File: config.mk
export PLATFORM = sky130hd
export DESIGN_NAME = controlFsm
export DESIGN_NICKNAME = d
export VERILOG_FILES = /design/src/mipsIsaPkg.sv /design/src/cpuCtrlPkg.sv /design/src/controlFsm.sv
export SDC_FILE = /design/constraint.sdc
export NUM_CORES = 1
export LEC_CHECK = 0
export ABC_AREA = 1
export BUFFER_PORTS_ARGS = -buffer_cell sky130_fd_sc_hd__buf_2
export CORE_ASPECT_RATIO = 1.1
export CORE_MARGIN = 2
export CORE_UTILIZATION = 35
export DETAILED_ROUTE_END_ITERATION = 6
export PLACE_DENSITY = 0.85
export SYNTH_ARGS = -nofsm -noshare
export SYNTH_HDL_FRONTEND = slang
export SYNTH_SLANG_ARGS = --single-unit
File: constraint.sdc
create_clock -name clk -period 1.17 [get_ports clk]
set_clock_uncertainty 0.1 [all_clocks]
set_input_delay 0.0585 -clock clk [delete_from_list [all_inputs] [get_ports clk]]
set_output_delay 0.0585 -clock clk [all_outputs]
set_load 0.01 [all_outputs]
File: src/mipsIsaPkg.sv
`default_nettype none

package mipsIsaPkg;

    ////////////////////////////////////////
    // Opcode and funct encodings
    ////////////////////////////////////////

    typedef enum logic [5:0] {
        opRType = 6'h00,    // Operation chosen by funct
        opJ     = 6'h02,
        opJal   = 6'h03,
        opBeq   = 6'h04,
        opAddi  = 6'h08,
        opLw    = 6'h23,
        opSw    = 6'h2B
    } opcode_t;

    typedef enum logic [5:0] {
        fnJr  = 6'h08,      // Jump through rs
        fnAdd = 6'h20,
        fnSub = 6'h22,
        fnAnd = 6'h24,
        fnOr  = 6'h25,
        fnXor = 6'h26,
        fnSlt = 6'h2A       // Signed compare
    } funct_t;

    // Field view of an instruction word
    // Immediate is bits [15:0], i.e. {rd, shamt, funct}
    // Jump target is bits [25:0], i.e. {rs, rt, rd, shamt, funct}
    typedef struct packed {
        opcode_t    opcode;
        logic [4:0] rs;
        logic [4:0] rt;
        logic [4:0] rd;
        logic [4:0] shamt;
        funct_t     funct;
    } instr_t;

    // ALU operations
    typedef enum logic [2:0] {
        aluAdd, aluSub, aluAnd, aluOr, aluXor, aluSlt
    } aluOp_t;

endpackage

`default_nettype wire
File: src/cpuCtrlPkg.sv
`default_nettype none

package cpuCtrlPkg;
    import mipsIsaPkg::*;

    ////////////////////////////////////////
    // Multicycle FSM states
    ////////////////////////////////////////

    typedef enum logic [3:0] {
        stIdle, stFetch, stDecode,
        stMemAddr, stMemRead, stMemWriteback, stMemWrite,
        stExecute, stAluWriteback,
        stBranch, stJump, stJumpLink, stJumpReg
    } cpuState_t;

    // Mux select encodings
    typedef enum logic [1:0] {dstRt, dstRd, dstRa} regDst_t;
    typedef enum logic [1:0] {wbAluOut, wbMdr, wbPc} memToReg_t;
    typedef enum logic [1:0] {srcBReg, srcBFour, srcBImm, srcBImmShift} aluSrcB_t;
    typedef enum logic [1:0] {pcAluResult, pcAluOut, pcJumpTarget, pcRegA} pcSource_t;

    ////////////////////////////////////////
    // Control word, FSM to datapath
    ////////////////////////////////////////

    typedef struct packed {
        logic      pcWrite;     // Unconditional PC load
        logic      pcWriteCond; // PC load when ALU zero
        logic      iOrD;        // 0 PC, 1 ALUOut as memory address
        logic      memWrite;
        logic      irWrite;
        regDst_t   regDst;
        memToReg_t memToReg;
        logic      regWrite;
        logic      aluSrcA;     // 0 PC, 1 register A
        aluSrcB_t  aluSrcB;
        aluOp_t    aluOp;
        pcSource_t pcSource;
    } ctrl_t;

    // Host program/data load strobe
    typedef struct packed {
        logic        valid;
        logic [31:0] addr;
        logic [31:0] data;
    } hostLoad_t;

    // One store seen on the core write port
    typedef struct packed {
        logic        valid;
        logic [31:0] addr;
        logic [31:0] data;
    } storeEvent_t;

endpackage

`default_nettype wire

File: src/controlFsm.sv
`timescale 1ns/1ps
`default_nettype none

module controlFsm
    import mipsIsaPkg::*, cpuCtrlPkg::*;
(
    input  wire logic   clk,
    input  wire logic   reset,
    input  wire logic   run,
    input  wire instr_t instr,
    output ctrl_t       ctrl
);
    cpuState_t state;
    cpuState_t stateNext;
    logic      functLegal;
    aluOp_t    rTypeOp;

    // R-type functions handled by execute
    assign functLegal = instr.funct inside {fnAdd, fnSub, fnAnd, fnOr, fnXor, fnSlt};

    always_comb
    begin
        case (instr.funct)
            fnSub:   rTypeOp = aluSub;
            fnAnd:   rTypeOp = aluAnd;
            fnOr:    rTypeOp = aluOr;
            fnXor:   rTypeOp = aluXor;
            fnSlt:   rTypeOp = aluSlt;
            default: rTypeOp = aluAdd;
        endcase
    end

    always_ff @(posedge clk)
    begin
        if (reset)
            state <= stIdle;
        else
            state <= stateNext;
    end

    ////////////////////////////////////////
    // Next state
    ////////////////////////////////////////

    always_comb
    begin
        stateNext = stFetch;                  // Single-step states end here
        if (!run)
            stateNext = stIdle;               // Abandon anything in flight
        else
        begin
            case (state)
                stFetch:   stateNext = stDecode;
                stDecode:
                begin
                    case (instr.opcode)
                        opRType:
                        begin
                            if (instr.funct == fnJr)
                                stateNext = stJumpReg;
                            else if (functLegal)
                                stateNext = stExecute;
                        end
                        opLw, opSw: stateNext = stMemAddr;
                        opBeq:      stateNext = stBranch;
                        opAddi:     stateNext = stExecute;
                        opJ:        stateNext = stJump;
                        opJal:      stateNext = stJumpLink;
                        default:    stateNext = stFetch;  // Illegal, no writes
                    endcase
                end
                stMemAddr: stateNext = (instr.opcode == opLw) ? stMemRead : stMemWrite;
                stMemRead: stateNext = stMemWriteback;
                stExecute: stateNext = stAluWriteback;
                default:   stateNext = stFetch;
            endcase
        end
    end

    ////////////////////////////////////////
    // Control word per state
    ////////////////////////////////////////

    always_comb
    begin
        ctrl = '0;                            // Idle and all writes off
        if (run)
        begin
            case (state)
                stFetch:
                begin
                    ctrl.irWrite  = 1'b1;
                    ctrl.pcWrite  = 1'b1;     // PC <= PC + 4
                    ctrl.aluSrcB  = srcBFour;
                end
                stDecode:       ctrl.aluSrcB = srcBImmShift;   // Branch target into ALUOut
                stMemAddr:
                begin
                    ctrl.aluSrcA = 1'b1;
                    ctrl.aluSrcB = srcBImm;
                end
                stMemRead:      ctrl.iOrD = 1'b1;
                stMemWriteback:
                begin
                    ctrl.regWrite = 1'b1;
                    ctrl.memToReg = wbMdr;
                end
                stMemWrite:
                begin
                    ctrl.iOrD     = 1'b1;
                    ctrl.memWrite = 1'b1;
                end
                stExecute:
                begin
                    ctrl.aluSrcA = 1'b1;
                    ctrl.aluSrcB = (instr.opcode == opAddi) ? srcBImm : srcBReg;
                    ctrl.aluOp   = (instr.opcode == opAddi) ? aluAdd : rTypeOp;
                end
                stAluWriteback:
                begin
                    ctrl.regWrite = 1'b1;
                    ctrl.regDst   = (instr.opcode == opRType) ? dstRd : dstRt;
                end
                stBranch:
                begin
                    ctrl.aluSrcA     = 1'b1;
                    ctrl.aluOp       = aluSub;    // Zero when rs == rt
                    ctrl.pcWriteCond = 1'b1;
                    ctrl.pcSource    = pcAluOut;
                end
                stJump:
                begin
                    ctrl.pcWrite  = 1'b1;
                    ctrl.pcSource = pcJumpTarget;
                end
                stJumpLink:
                begin
                    ctrl.pcWrite  = 1'b1;
                    ctrl.pcSource = pcJumpTarget;
                    ctrl.regWrite = 1'b1;         // r31 <= jal address + 4
                    ctrl.regDst   = dstRa;
                    ctrl.memToReg = wbPc;
                end
                stJumpReg:
                begin
                    ctrl.pcWrite  = 1'b1;
                    ctrl.pcSource = pcRegA;
                end
                default:        ctrl = '0;
            endcase
        end
    end

    // Encoding has spare codes, none may ever be reached
    stateLegal: assert property (@(posedge clk) disable iff (reset)
        state inside {stIdle, stFetch, stDecode, stMemAddr, stMemRead, stMemWriteback,
                      stMemWrite, stExecute, stAluWriteback, stBranch, stJump,
                      stJumpLink, stJumpReg})
        else $error("FSM in undefined state");

endmodule

`default_nettype wire

==> results.md <==
- Status: complete, but fails checks
- Failing checks: setup timing
- Post-synth EDFFs: 0
- Crit-path max cell delay: 0.36 ns
- Internal Dissipation: 325 uW
- Buffers added on ports: 32
- Setup crit start kind: flip-flop
- Final instance area: 0.00116 sq mm
- Rel. slew slack: 0.831
- Crit-path most repeated cell: inv_4
- Max Clk Rate: 666 MHz
- Synth warn: 0
- Hold path startpoint: reset
- Syn Area/Cell: 5.27 sq um
- RR Endpoint: state[1]
- Initial Util: 0.376
- Die area: 0.00233 sq mm
- Total track usage: 0.219
- Ys async rst share: 0
- CTS tree: yes
- CORE AREA: 0.00182 sq mm
- Crit. End Element: output pin
- Slowest-stage cell, CP: or3_1
- Hold depth: 3
- Synth Instances: 130
- Post-Place Cell Area: 977 sq um
- PD cells: 443 mW/mm^2
- Hold EP: state[2]
- Fin crit period: 1.50 ns
- WS Path Type: reg2out
- Top delay family on crit path: simple AND/OR/NAND/NOR gates
- Leakage: 0.622 nW
- Clock sinks: 4
- Layout cells sized above 1: 0.520
- Worst hold path type: in2reg
- Seq/Total Area, Yosys: 0.117
- Gpl congestion: 0.891
- Largest net degree at the start of global routing: 8
- Most frequent cells after synthesis: nand2_1, nor2_1, inv_1
- Fin. max-slew vios: 0
- Yosys top cell area share: 0.137
- Drt first-iter violations: 26
- Yosys cell types: 29
- Max-cap violations: 0
- Yosys top cell by area: nand2_1
- Post-DP HPWL: 1890 microns
- Vias in the first global route: 978
- Biggest register: state
- CTS root buffer: clkbuf_4
- Fin crit share: 1.28
- # nets final: 216
- Max FFs per register: 4
- Initial antenna violation count: 0
- Post-Syn Nets: 165
- Top-Level Pins: 53
- Stages on the worst setup path: 6
- GR Overflow Total: 0
- Worst-skew pair later-pin latency: 0.25 ns
- DIE WIDTH: 46.2 microns
- Register clock-pin slew on the reported worst setup and hold paths: 0.04 ns
- Pwr Total: 512 uW
- RSZ-0062 raised after global routing: yes
- First-pass GRT wire length: 3840 microns
- Vias per cell: 5.00
- Critical path fanouts, max: 4
- Worst EP required: 1.01 ns
- FF+latch count, synth: 4
- Hold Fails Final Rpt: 0
- Total number of vias: 1030
- Worst VDD drop: 555 uV
- Switching part of the total: 0.365
- Rows: 16
- Worst Path Arrival: 1.34 ns
- Clock share of power: 0.358
- Hold_buf cts: 0
- DRC viols: 0
- Synth top area cells: nand2_1, nor2_1, dfxtp_1
- Post-synthesis cell area: 686 sq um
- CP cell instances: inv_4 -> nor2_4 -> inv_4 -> nor3_4 -> or3_1 -> buf_2
- Main synth FF type: dfxtp_1
- Post-route setup slack: -0.331 ns
- Flop pwr share: 0.277
- Detailed-route wire length: 2500 microns
- Antenna Violating Nets Remaining: 0
- Reg2Reg Setup Slack: -0.13 ns
- Reg2Reg Launch Point: state[2]
- Combinational share of power: 0.365
- Area Overhead vs Synth: 68.8%
- Final setup vio count: 21
- Critical path buffers and inverters: 3
- FF-to-FF path depth: 7
- Worst-margin pin slew: 0.252 ns
- First-pass iteration count of the detailed router: 4
- Clock Tree Buf Depth: 2
- Die height: 50.4 microns
- TritonCTS Buffers: 3
- Largest registers: state: 4 flops
- CTS H-tree depth: 1
- Total net switching power: 187 uW
- Post-DR wirelength/cell: 12.1 microns
- Antenna diode count: 0
[worst max path at each step]
| stage | startpoint | end | slack (ns) |
|---|---|---|---|
| 2_1_floorplan | state[3] | ctrl[11] | -0.05 |
| 3_3_place_gp | state[1] | ctrl[2] | -0.18 |
| 3_5_place_dp | state[1] | ctrl[2] | -0.21 |
| 4_1_cts | state[3] | ctrl[8] | -0.31 |
| 5_1_grt | state[3] | ctrl[8] | -0.39 |
| 6_report | state[3] | ctrl[8] | -0.33 |
[layout make-up]
class / count / area (sq um)
fill: 165 / 664
multi-input combinational: 99 / 602
timing repair buffer: 48 / 300
inverter: 25 / 104
sequential: 4 / 95.1
tap: 27 / 33.8
clock buffer: 3 / 22.5
[placed cells by master (no fill, tap or decap), types with 2 or more instances in the layout]
| cell | n |
|---|---|
| a21oi_1 | 5 |
| a21oi_2 | 4 |
| a31oi_1 | 2 |
| buf_2 | 30 |
| buf_4 | 14 |
| buf_6 | 4 |
| clkbuf_4 | 3 |
| dfxtp_4 | 4 |
| inv_1 | 16 |
| inv_2 | 4 |
| inv_4 | 4 |
| nand2_1 | 23 |
| nand2_2 | 2 |
| nand2_4 | 3 |
| nand3_1 | 11 |
| nand3_2 | 2 |
| nor2_1 | 20 |
| nor2_2 | 6 |
| nor2_4 | 6 |
| nor3_4 | 2 |
[cells by family (layout without fill, tap and decap cells)]
kind of cell           after synthesis  in the layout  synth area share
DFF                                  4              4             0.117
buffers and inverters               27             76             0.153
AOI/OAI and AO/OA                   15             15             0.131
and+or+nand+nor                     84             84             0.599
[per-layer routing]
layer / track usage / share of wire / vias to the layer above
li1: - / - / 513
met1: 0.240 / 0.38 / 470
met2: 0.387 / 0.54 / 39
met3: 0.0504 / 0.054 / 8
met4: 0.0857 / 0.026 / 0
met5: 0 / 0 / -
[metrics by stage]
stage	util	hold WS (ns)	cells	setup TNS (ns)	worst slack (ns)
2_1_floorplan	-	0.168	130	-0.0853	-0.0457
3_3_place_gp	0.536	0.266	200	-1.20	-0.184
3_5_place_dp	0.536	0.272	200	-1.90	-0.211
4_1_cts	0.595	0.0136	204	-3.86	-0.310
5_1_grt	0.635	0.0418	206	-5.66	-0.387
6_report	0.635	0.0266	206	-4.41	-0.331
[repair_timing]
action,CTS,global route
pin swaps,5,3
gates resized for setup,24,16
buffers inserted,2,2
setup endpoints to repair,22,21
[power groups by stage]
stage                     clock network (mW)  registers [mW]  logic (mW)
after CTS                              0.180           0.142       0.166
after detailed placement                   0           0.147       0.159
after global routing                   0.201           0.142       0.207
final                                  0.184           0.142       0.187
after floorplan                            0           0.148      0.0800
after global placement                     0           0.147       0.153
[tightest hold or removal path, cell delays in order]
cell and delay (ns):
buf_2 0.08, or2_2 0.15, a21oi_2 0.04
Note: power is estimated with default switching activity, not from simulation.
