## src/mipsIsaPkg.sv

```systemverilog
`default_nettype none

package mipsIsaPkg;

    ////////////////////////////////////////
    // Opcode and funct encodings
    ////////////////////////////////////////

    typedef enum logic [5:0] {
        opRType = 6'h00,    // Operation chosen by funct
        opJ     = 6'h02,
        opJal   = 6'h03,
        opBeq   = 6'h04,
        opAddi  = 6'h08,
        opLw    = 6'h23,
        opSw    = 6'h2B
    } opcode_t;

    typedef enum logic [5:0] {
        fnJr  = 6'h08,      // Jump through rs
        fnAdd = 6'h20,
        fnSub = 6'h22,
        fnAnd = 6'h24,
        fnOr  = 6'h25,
        fnXor = 6'h26,
        fnSlt = 6'h2A       // Signed compare
    } funct_t;

    // Field view of an instruction word
    // Immediate is bits [15:0], i.e. {rd, shamt, funct}
    // Jump target is bits [25:0], i.e. {rs, rt, rd, shamt, funct}
    typedef struct packed {
        opcode_t    opcode;
        logic [4:0] rs;
        logic [4:0] rt;
        logic [4:0] rd;
        logic [4:0] shamt;
        funct_t     funct;
    } instr_t;

    // ALU operations
    typedef enum logic [2:0] {
        aluAdd, aluSub, aluAnd, aluOr, aluXor, aluSlt
    } aluOp_t;

endpackage

`default_nettype wire
```

## src/cpuCtrlPkg.sv

```systemverilog
`default_nettype none

package cpuCtrlPkg;
    import mipsIsaPkg::*;

    ////////////////////////////////////////
    // Multicycle FSM states
    ////////////////////////////////////////

    typedef enum logic [3:0] {
        stIdle, stFetch, stDecode,
        stMemAddr, stMemRead, stMemWriteback, stMemWrite,
        stExecute, stAluWriteback,
        stBranch, stJump, stJumpLink, stJumpReg
    } cpuState_t;

    // Mux select encodings
    typedef enum logic [1:0] {dstRt, dstRd, dstRa} regDst_t;
    typedef enum logic [1:0] {wbAluOut, wbMdr, wbPc} memToReg_t;
    typedef enum logic [1:0] {srcBReg, srcBFour, srcBImm, srcBImmShift} aluSrcB_t;
    typedef enum logic [1:0] {pcAluResult, pcAluOut, pcJumpTarget, pcRegA} pcSource_t;

    ////////////////////////////////////////
    // Control word, FSM to datapath
    ////////////////////////////////////////

    typedef struct packed {
        logic      pcWrite;     // Unconditional PC load
        logic      pcWriteCond; // PC load when ALU zero
        logic      iOrD;        // 0 PC, 1 ALUOut as memory address
        logic      memWrite;
        logic      irWrite;
        regDst_t   regDst;
        memToReg_t memToReg;
        logic      regWrite;
        logic      aluSrcA;     // 0 PC, 1 register A
        aluSrcB_t  aluSrcB;
        aluOp_t    aluOp;
        pcSource_t pcSource;
    } ctrl_t;

    // Host program/data load strobe
    typedef struct packed {
        logic        valid;
        logic [31:0] addr;
        logic [31:0] data;
    } hostLoad_t;

    // One store seen on the core write port
    typedef struct packed {
        logic        valid;
        logic [31:0] addr;
        logic [31:0] data;
    } storeEvent_t;

endpackage

`default_nettype wire

```

## src/datapath.sv

```systemverilog
`timescale 1ns/1ps
`default_nettype none

module datapath
    import mipsIsaPkg::*, cpuCtrlPkg::*;
#(
    parameter logic [31:0] resetPc = 32'd128
)
(
    input  wire logic        clk,
    input  wire logic        reset,
    input  wire logic        run,
    input  wire ctrl_t       ctrl,
    input  wire logic [31:0] memRdata,
    output logic [31:0]      memAddr,
    output logic [31:0]      memWdata,
    output storeEvent_t      storeOut,
    output instr_t           instr,
    output logic             zero
);
    logic [31:0] pc, pcNext;
    logic        pcEn;
    logic [31:0] mdr, regA, regB, aluOut;
    logic [31:0] rfRdataA, rfRdataB, rfWdata;
    logic [4:0]  rfWaddr;
    logic [31:0] aluA, aluB, aluResult;
    logic [31:0] immExt, jumpTarget;

    ////////////////////////////////////////
    // Architectural and latch registers
    ////////////////////////////////////////

    assign pcEn = ctrl.pcWrite | (ctrl.pcWriteCond & zero);   // beq taken

    always_ff @(posedge clk)
    begin
        if (reset || !run)
            pc <= resetPc;                    // Rearmed for every run
        else if (pcEn)
            pc <= pcNext;
    end

    always_ff @(posedge clk)
    begin
        if (ctrl.irWrite)
            instr <= instr_t'(memRdata);
        mdr    <= memRdata;                   // Used by lw writeback
        regA   <= rfRdataA;
        regB   <= rfRdataB;
        aluOut <= aluResult;
    end

    // Sign extended immediate and jump target
    assign immExt     = {{16{instr[15]}}, instr[15:0]};
    assign jumpTarget = {pc[31:28], instr[25:0], 2'b00};

    ////////////////////////////////////////
    // Multiplexers
    ////////////////////////////////////////

    assign memAddr  = ctrl.iOrD ? aluOut : pc;
    assign memWdata = regB;                   // sw data is rt
    assign aluA     = ctrl.aluSrcA ? regA : pc;

    always_comb
    begin
        case (ctrl.aluSrcB)
            srcBFour:     aluB = 32'd4;
            srcBImm:      aluB = immExt;
            srcBImmShift: aluB = {immExt[29:0], 2'b00};  // Word offset
            default:      aluB = regB;
        endcase
        case (ctrl.regDst)
            dstRd:   rfWaddr = instr.rd;
            dstRa:   rfWaddr = 5'd31;         // Link register
            default: rfWaddr = instr.rt;
        endcase
        case (ctrl.memToReg)
            wbMdr:   rfWdata = mdr;
            wbPc:    rfWdata = pc;            // Already PC + 4
            default: rfWdata = aluOut;
        endcase
        case (ctrl.pcSource)
            pcAluOut:     pcNext = aluOut;
            pcJumpTarget: pcNext = jumpTarget;
            pcRegA:       pcNext = regA;
            default:      pcNext = aluResult;
        endcase
    end

    // Store report, same cycle as the memory write
    assign storeOut.valid = ctrl.memWrite;
    assign storeOut.addr  = memAddr;
    assign storeOut.data  = memWdata;

    registerFile u_registerFile (
        .clk    (clk),
        .reset  (reset),
        .raddrA (instr.rs),
        .raddrB (instr.rt),
        .waddr  (rfWaddr),
        .wdata  (rfWdata),
        .we     (ctrl.regWrite),
        .rdataA (rfRdataA),
        .rdataB (rfRdataB)
    );

    aluUnit u_aluUnit (
        .a      (aluA),
        .b      (aluB),
        .op     (ctrl.aluOp),
        .result (aluResult),
        .zero   (zero)
    );

endmodule

`default_nettype wire

```

## src/aluUnit.sv

```systemverilog
`timescale 1ns/1ps
`default_nettype none

module aluUnit
    import mipsIsaPkg::*;
(
    input  wire logic [31:0] a,
    input  wire logic [31:0] b,
    input  wire aluOp_t      op,
    output logic [31:0]      result,
    output logic             zero
);
    logic aLessB;

    // Two's complement compare for slt
    assign aLessB = $signed(a) < $signed(b);

    always_comb
    begin
        case (op)
            aluAdd:  result = a + b;          // Also PC+4 and address calc
            aluSub:  result = a - b;          // beq compare
            aluAnd:  result = a & b;
            aluOr:   result = a | b;
            aluXor:  result = a ^ b;
            aluSlt:  result = {31'd0, aLessB};
            default: result = 32'd0;
        endcase
    end

    // Branch equality flag
    assign zero = (result == 32'd0);

endmodule

`default_nettype wire

```

## src/registerFile.sv

```systemverilog
`timescale 1ns/1ps
`default_nettype none

module registerFile
(
    input  wire logic        clk,
    input  wire logic        reset,
    input  wire logic [4:0]  raddrA,
    input  wire logic [4:0]  raddrB,
    input  wire logic [4:0]  waddr,
    input  wire logic [31:0] wdata,
    input  wire logic        we,
    output logic [31:0]      rdataA,
    output logic [31:0]      rdataB
);
    logic [31:0] regs [32];

    ////////////////////////////////////////
    // Write port
    ////////////////////////////////////////

    always_ff @(posedge clk)
    begin
        if (reset)
        begin
            for (int i = 0; i < 32; i++)
                regs[i] <= '0;                // Whole file starts clean
        end
        else if (we && waddr != 5'd0)
            regs[waddr] <= wdata;             // r0 stays hardwired
    end

    ////////////////////////////////////////
    // Read ports, combinational
    ////////////////////////////////////////

    // r0 forced to zero on both ports
    assign rdataA = (raddrA == 5'd0) ? 32'd0 : regs[raddrA];
    assign rdataB = (raddrB == 5'd0) ? 32'd0 : regs[raddrB];

endmodule

`default_nettype wire

```

## config.mk

```make
export PLATFORM = sky130hd
export DESIGN_NAME = datapath
export DESIGN_NICKNAME = d
export VERILOG_FILES = /design/src/mipsIsaPkg.sv /design/src/cpuCtrlPkg.sv /design/src/datapath.sv /design/src/aluUnit.sv /design/src/registerFile.sv
export SDC_FILE = /design/constraint.sdc
export NUM_CORES = 2
export LEC_CHECK = 0
export BUFFER_PORTS_ARGS = -buffer_cell sky130_fd_sc_hd__buf_2
export CAP_MARGIN = 20
export CORE_MARGIN = 2
export CORE_UTILIZATION = 30
export CTS_CLUSTER_DIAMETER = 150
export DETAILED_ROUTE_END_ITERATION = 6
export SLEW_MARGIN = 30
export SYNTH_ARGS = -nofsm -noshare
export SYNTH_HDL_FRONTEND = slang
export SYNTH_SLANG_ARGS = --single-unit
```

## constraint.sdc

```tcl
create_clock -name clk -period 4.8 [get_ports clk]
set_input_delay 0.24 -clock clk [delete_from_list [all_inputs] [get_ports clk]]
set_output_delay 0.24 -clock clk [all_outputs]
set_load 0.05 [all_outputs]
```

==> results.tsv <==
stage	metric	value	unit
yosys	Mapped Cells	4862	
floorplan	Die Area	222400	um^2
timing	fin. max-slew vios	0	
route	WL/cell	29.04	um
timing	Worst Max-Slew Pin Slew	1.033	ns
critical_path	required time worst endpoint	4.56	ns
critical_path	startpoint class of the critical path	register	
timing	Setup TNS	-0.4270	ns
run_status	status	complete, but fails checks	
timing	Fin. Hold Viols	0	
route	DRT Wirelength	237.9	mm
global_route	largest net degree at the start of global routing	130	
clock_tree	clk_lat worst skew	0.79	ns
yosys	Post-synth ARST share	0	%
critical_path	Worst Path Arrival	4.99	ns
yosys	top-area cell type share of the netlist area	48.35	%
power_and_ir_drop	Leakage	27.53	nW
timing	endpoints failing setup	1	
yosys	top_reg_cell synth	edfxtp_1	
yosys	sequential area share after synthesis	53.23	%
run_status	failing checks	negative setup slack	
critical_path	RR Endpoint	pc[29]	
timing	Highest Clock Rate	191.3	MHz
clock_tree	Root Driver	clkbuf_16	
final_layout	commonest non-fill, non-tap cell in the layout	nor2_1	
yosys	Post-synth EDFFs	1056	
yosys	yosys warns	0	
critical_path	Critical Path Start	instr[0]	
yosys	Distinct cells, synth	94	
floorplan	site row count	171	
final_layout	commonest cells after routing, fill and taps aside	nor2_1 (1184), edfxtp_1 (1056), mux4_2 (665)	
critical_path	kind of critical path	reg -> out	
floorplan	I/O Pins	215	
yosys	Synth area leader	edfxtp_1	
yosys	syn avg cell area	13.49	um^2
route	ANT nets after route	0	
placement	Detailed Place HPWL	156.1	mm
floorplan	Die Y	471.6	um
hold_path	Cells on Worst Hold Path	4	
clock_tree	CTS Buf Count	139	
power_and_ir_drop	PwrDens	402.2	nW/um^2
timing	RSZ-0062 raised after global routing	true	
yosys	synthesized area	65590	um^2
route	Vias	46450	
critical_path	critical path endpoint category	output pin	
timing	max-slew headroom at the worst pin	30.89	%
hold_path	Worst Hold Class	in -> reg	
route	Via density	5.670	
final_layout	Final #Nets	5390	
route	Iter 0 DRT Violations	5998	
clock_tree	CTS tree	yes	
floorplan	Initial Util	30.20	%
critical_path	highest net fanout along the worst path	3	
yosys	count of state elements after synthesis	1216	
timing	Clock Skew	0.02622	ns
global_route	first-pass GRT wire length	336.3	mm
critical_path	reg2reg start	instr[0]	
placement	placed inst area	72120	um^2
global_route	Global Route Usage Sum	20.90	%
final_layout	design area	77220	um^2
route	DR pass1 iterations	6	
global_route	gr ovfl total	0	
global_route	GR Layer Usage met3	4.699	%
global_route	vias in the first global route	46310	
critical_path	CP endpoint	zero	
clock_tree	Worst-path clk slew	0.06	ns
final_layout	share of cells above drive strength 1	33.31	%
floorplan	DIE WIDTH	471.6	um
global_route	initial antenna violation count	10	
clock_tree	Max H-tree Level	4	
timing	final worst-path setup slack	-0.4270	ns
global_route	Most Crowded Layer GR	met2	
timing	fin crit share	108.9	%
floorplan	core area	217200	um^2
clock_tree	Clock Sinks	1216	
global_route	GR Util met1	26.62	%
placement	Placer Congestion	1.013	
yosys	synth top area cells	edfxtp_1 (48%), mux4_2 (23%), nor2_1 (6.8%)	
critical_path	R2R cell count	21	
power_and_ir_drop	Worst VDD drop	0.0003807	V
route	# DRC	0	
clock_tree	clk buf depth	3	
job	max cap viols	0	
placement	Buffers on Ports	212	
global_route	met2 usage	34.78	%
critical_path	R2R Setup Slk	0.13	ns
final_layout	P&R area growth vs syn	17.74	%
timing	final critical-path required period	5.227	ns
[state kept, by name (all words and copies together) (netlist names)]
| name | count |
|---|---|
| memWdata | 32 |
| regA | 32 |
| aluOut | 32 |
| mdr | 32 |
| u_registerFile.regs | 1024 |
| pc | 32 |
| instr | 32 |
[per-layer routing]
metal  share of wire, %  routed length, um
met5              0.019                 46
met4                3.7               8778
met3                 10              23710
met2                 48             115300
met1                 38              90050
[cell usage after synthesis, types with 5 or more instances]
| library cell | n |
|---|---|
| o221a_2 | 5 |
| o21bai_1 | 10 |
| inv_1 | 100 |
| nor2b_1 | 17 |
| a211oi_1 | 15 |
| o31ai_1 | 18 |
| a21oi_1 | 134 |
| nand2b_1 | 46 |
| buf_1 | 72 |
| nand2_1 | 179 |
| nor2_1 | 1186 |
| xnor2_1 | 11 |
| dfxtp_1 | 160 |
| nand4_1 | 16 |
| o221ai_1 | 6 |
| mux2_2 | 65 |
| nand3_1 | 24 |
| buf_4 | 68 |
| clkbuf_1 | 353 |
| or2_2 | 5 |
| o21a_1 | 9 |
| a211o_1 | 10 |
| buf_2 | 18 |
| edfxtp_1 | 1056 |
| or3_1 | 7 |
| a31oi_1 | 17 |
| and3_1 | 16 |
| and2_1 | 11 |
| o2111ai_1 | 6 |
| mux2i_1 | 117 |
| mux4_2 | 665 |
| o211ai_1 | 30 |
| nor3_1 | 31 |
| or4_1 | 10 |
| o21ai_0 | 74 |
| a21o_1 | 27 |
| nor4_1 | 19 |
| ha_1 | 106 |
| a221oi_1 | 8 |
| a22oi_1 | 34 |
[timing repair]
item	CTS	global route
buffers inserted	4	17
endpoints found under the hold margin	97	0
pin swaps	11	26
setup endpoints to repair	32	33
hold buffers	35	0
gates resized for setup	19	47
gates cloned	0	0
[where the power goes]
part | internal (W) | switching (W) | leakage (nW) | total, W
clock | 0.00581 | 0.00448 | 2.13 | 0.0103
combinational | 0.00302 | 0.00514 | 13.2 | 0.00816
sequential | 0.0121 | 0.000504 | 12.2 | 0.0126
[final cells by class]
class                      instances  area, um^2
clock buffer                     178        3781
sequential                      1216       34920
fill                           20750      139900
tap                             2854        3571
timing repair buffer             710        5295
multi-input combinational       3056       28680
inverter                         106       400.4
antenna                            3       7.507
clock inverter                    69       568.0
[metrics by stage]
step	std cells	hold WS (ns)	util (%)	worst slack [ns]	power (W)
finish	8192	0.06737	35.56	-0.4270	0.03106
global placement	7887	0.3567	33.21	-0.4856	0.02065
floorplan	4893	0.2677	-	0.1486	0.01755
CTS	8173	0.02385	35.42	-0.5570	0.03094
global route	8189	0.08576	35.56	-0.5782	0.03196
detailed placement	7887	0.3573	33.21	-0.4613	0.02071
[cell families after synthesis]
| group | after synthesis | synth area share (%) |
|---|---|---|
| mux | 848 | 25.78 |
| other cells | 1 | 0.005718 |
| fa+ha+maj | 108 | 2.083 |
| buf+inv | 621 | 4.054 |
| flops | 1216 | 53.23 |
| compound gates | 467 | 4.754 |
| xor+xnor | 14 | 0.1870 |
| simple gates | 1587 | 9.908 |
[worst max-delay path, stage by stage (launching register included)]
cell	delay (ns)
edfxtp_1	0.38
mux2i_1	0.14
nor2_1	0.07
buf_4	0.14
buf_4	0.13
ha_2	0.19
fa_2	0.39
buf_4	0.15
xor2_1	0.13
a21oi_1	0.13
o21ai_0	0.08
a22o_1	0.25
or3b_2	0.46
or4_4	0.45
nor4_4	0.23
nand4_1	0.25
nor3_2	0.22
buf_4	0.14
and2_4	0.14
buf_8	0.14
[worst min path at each step]
stage / from / endpoint / slack [ns]
final: ctrl[4] / aluOut[0] / 0.07
after global routing: ctrl[4] / aluOut[0] / 0.09
after CTS: ctrl[4] / aluOut[0] / 0.02
after detailed placement: memRdata[14] / mdr[14] / 0.36
after global placement: memRdata[14] / mdr[14] / 0.36
after floorplan: memRdata[0] / mdr[0] / 0.27
No activity file was read; power rests on OpenSTA's default activity.
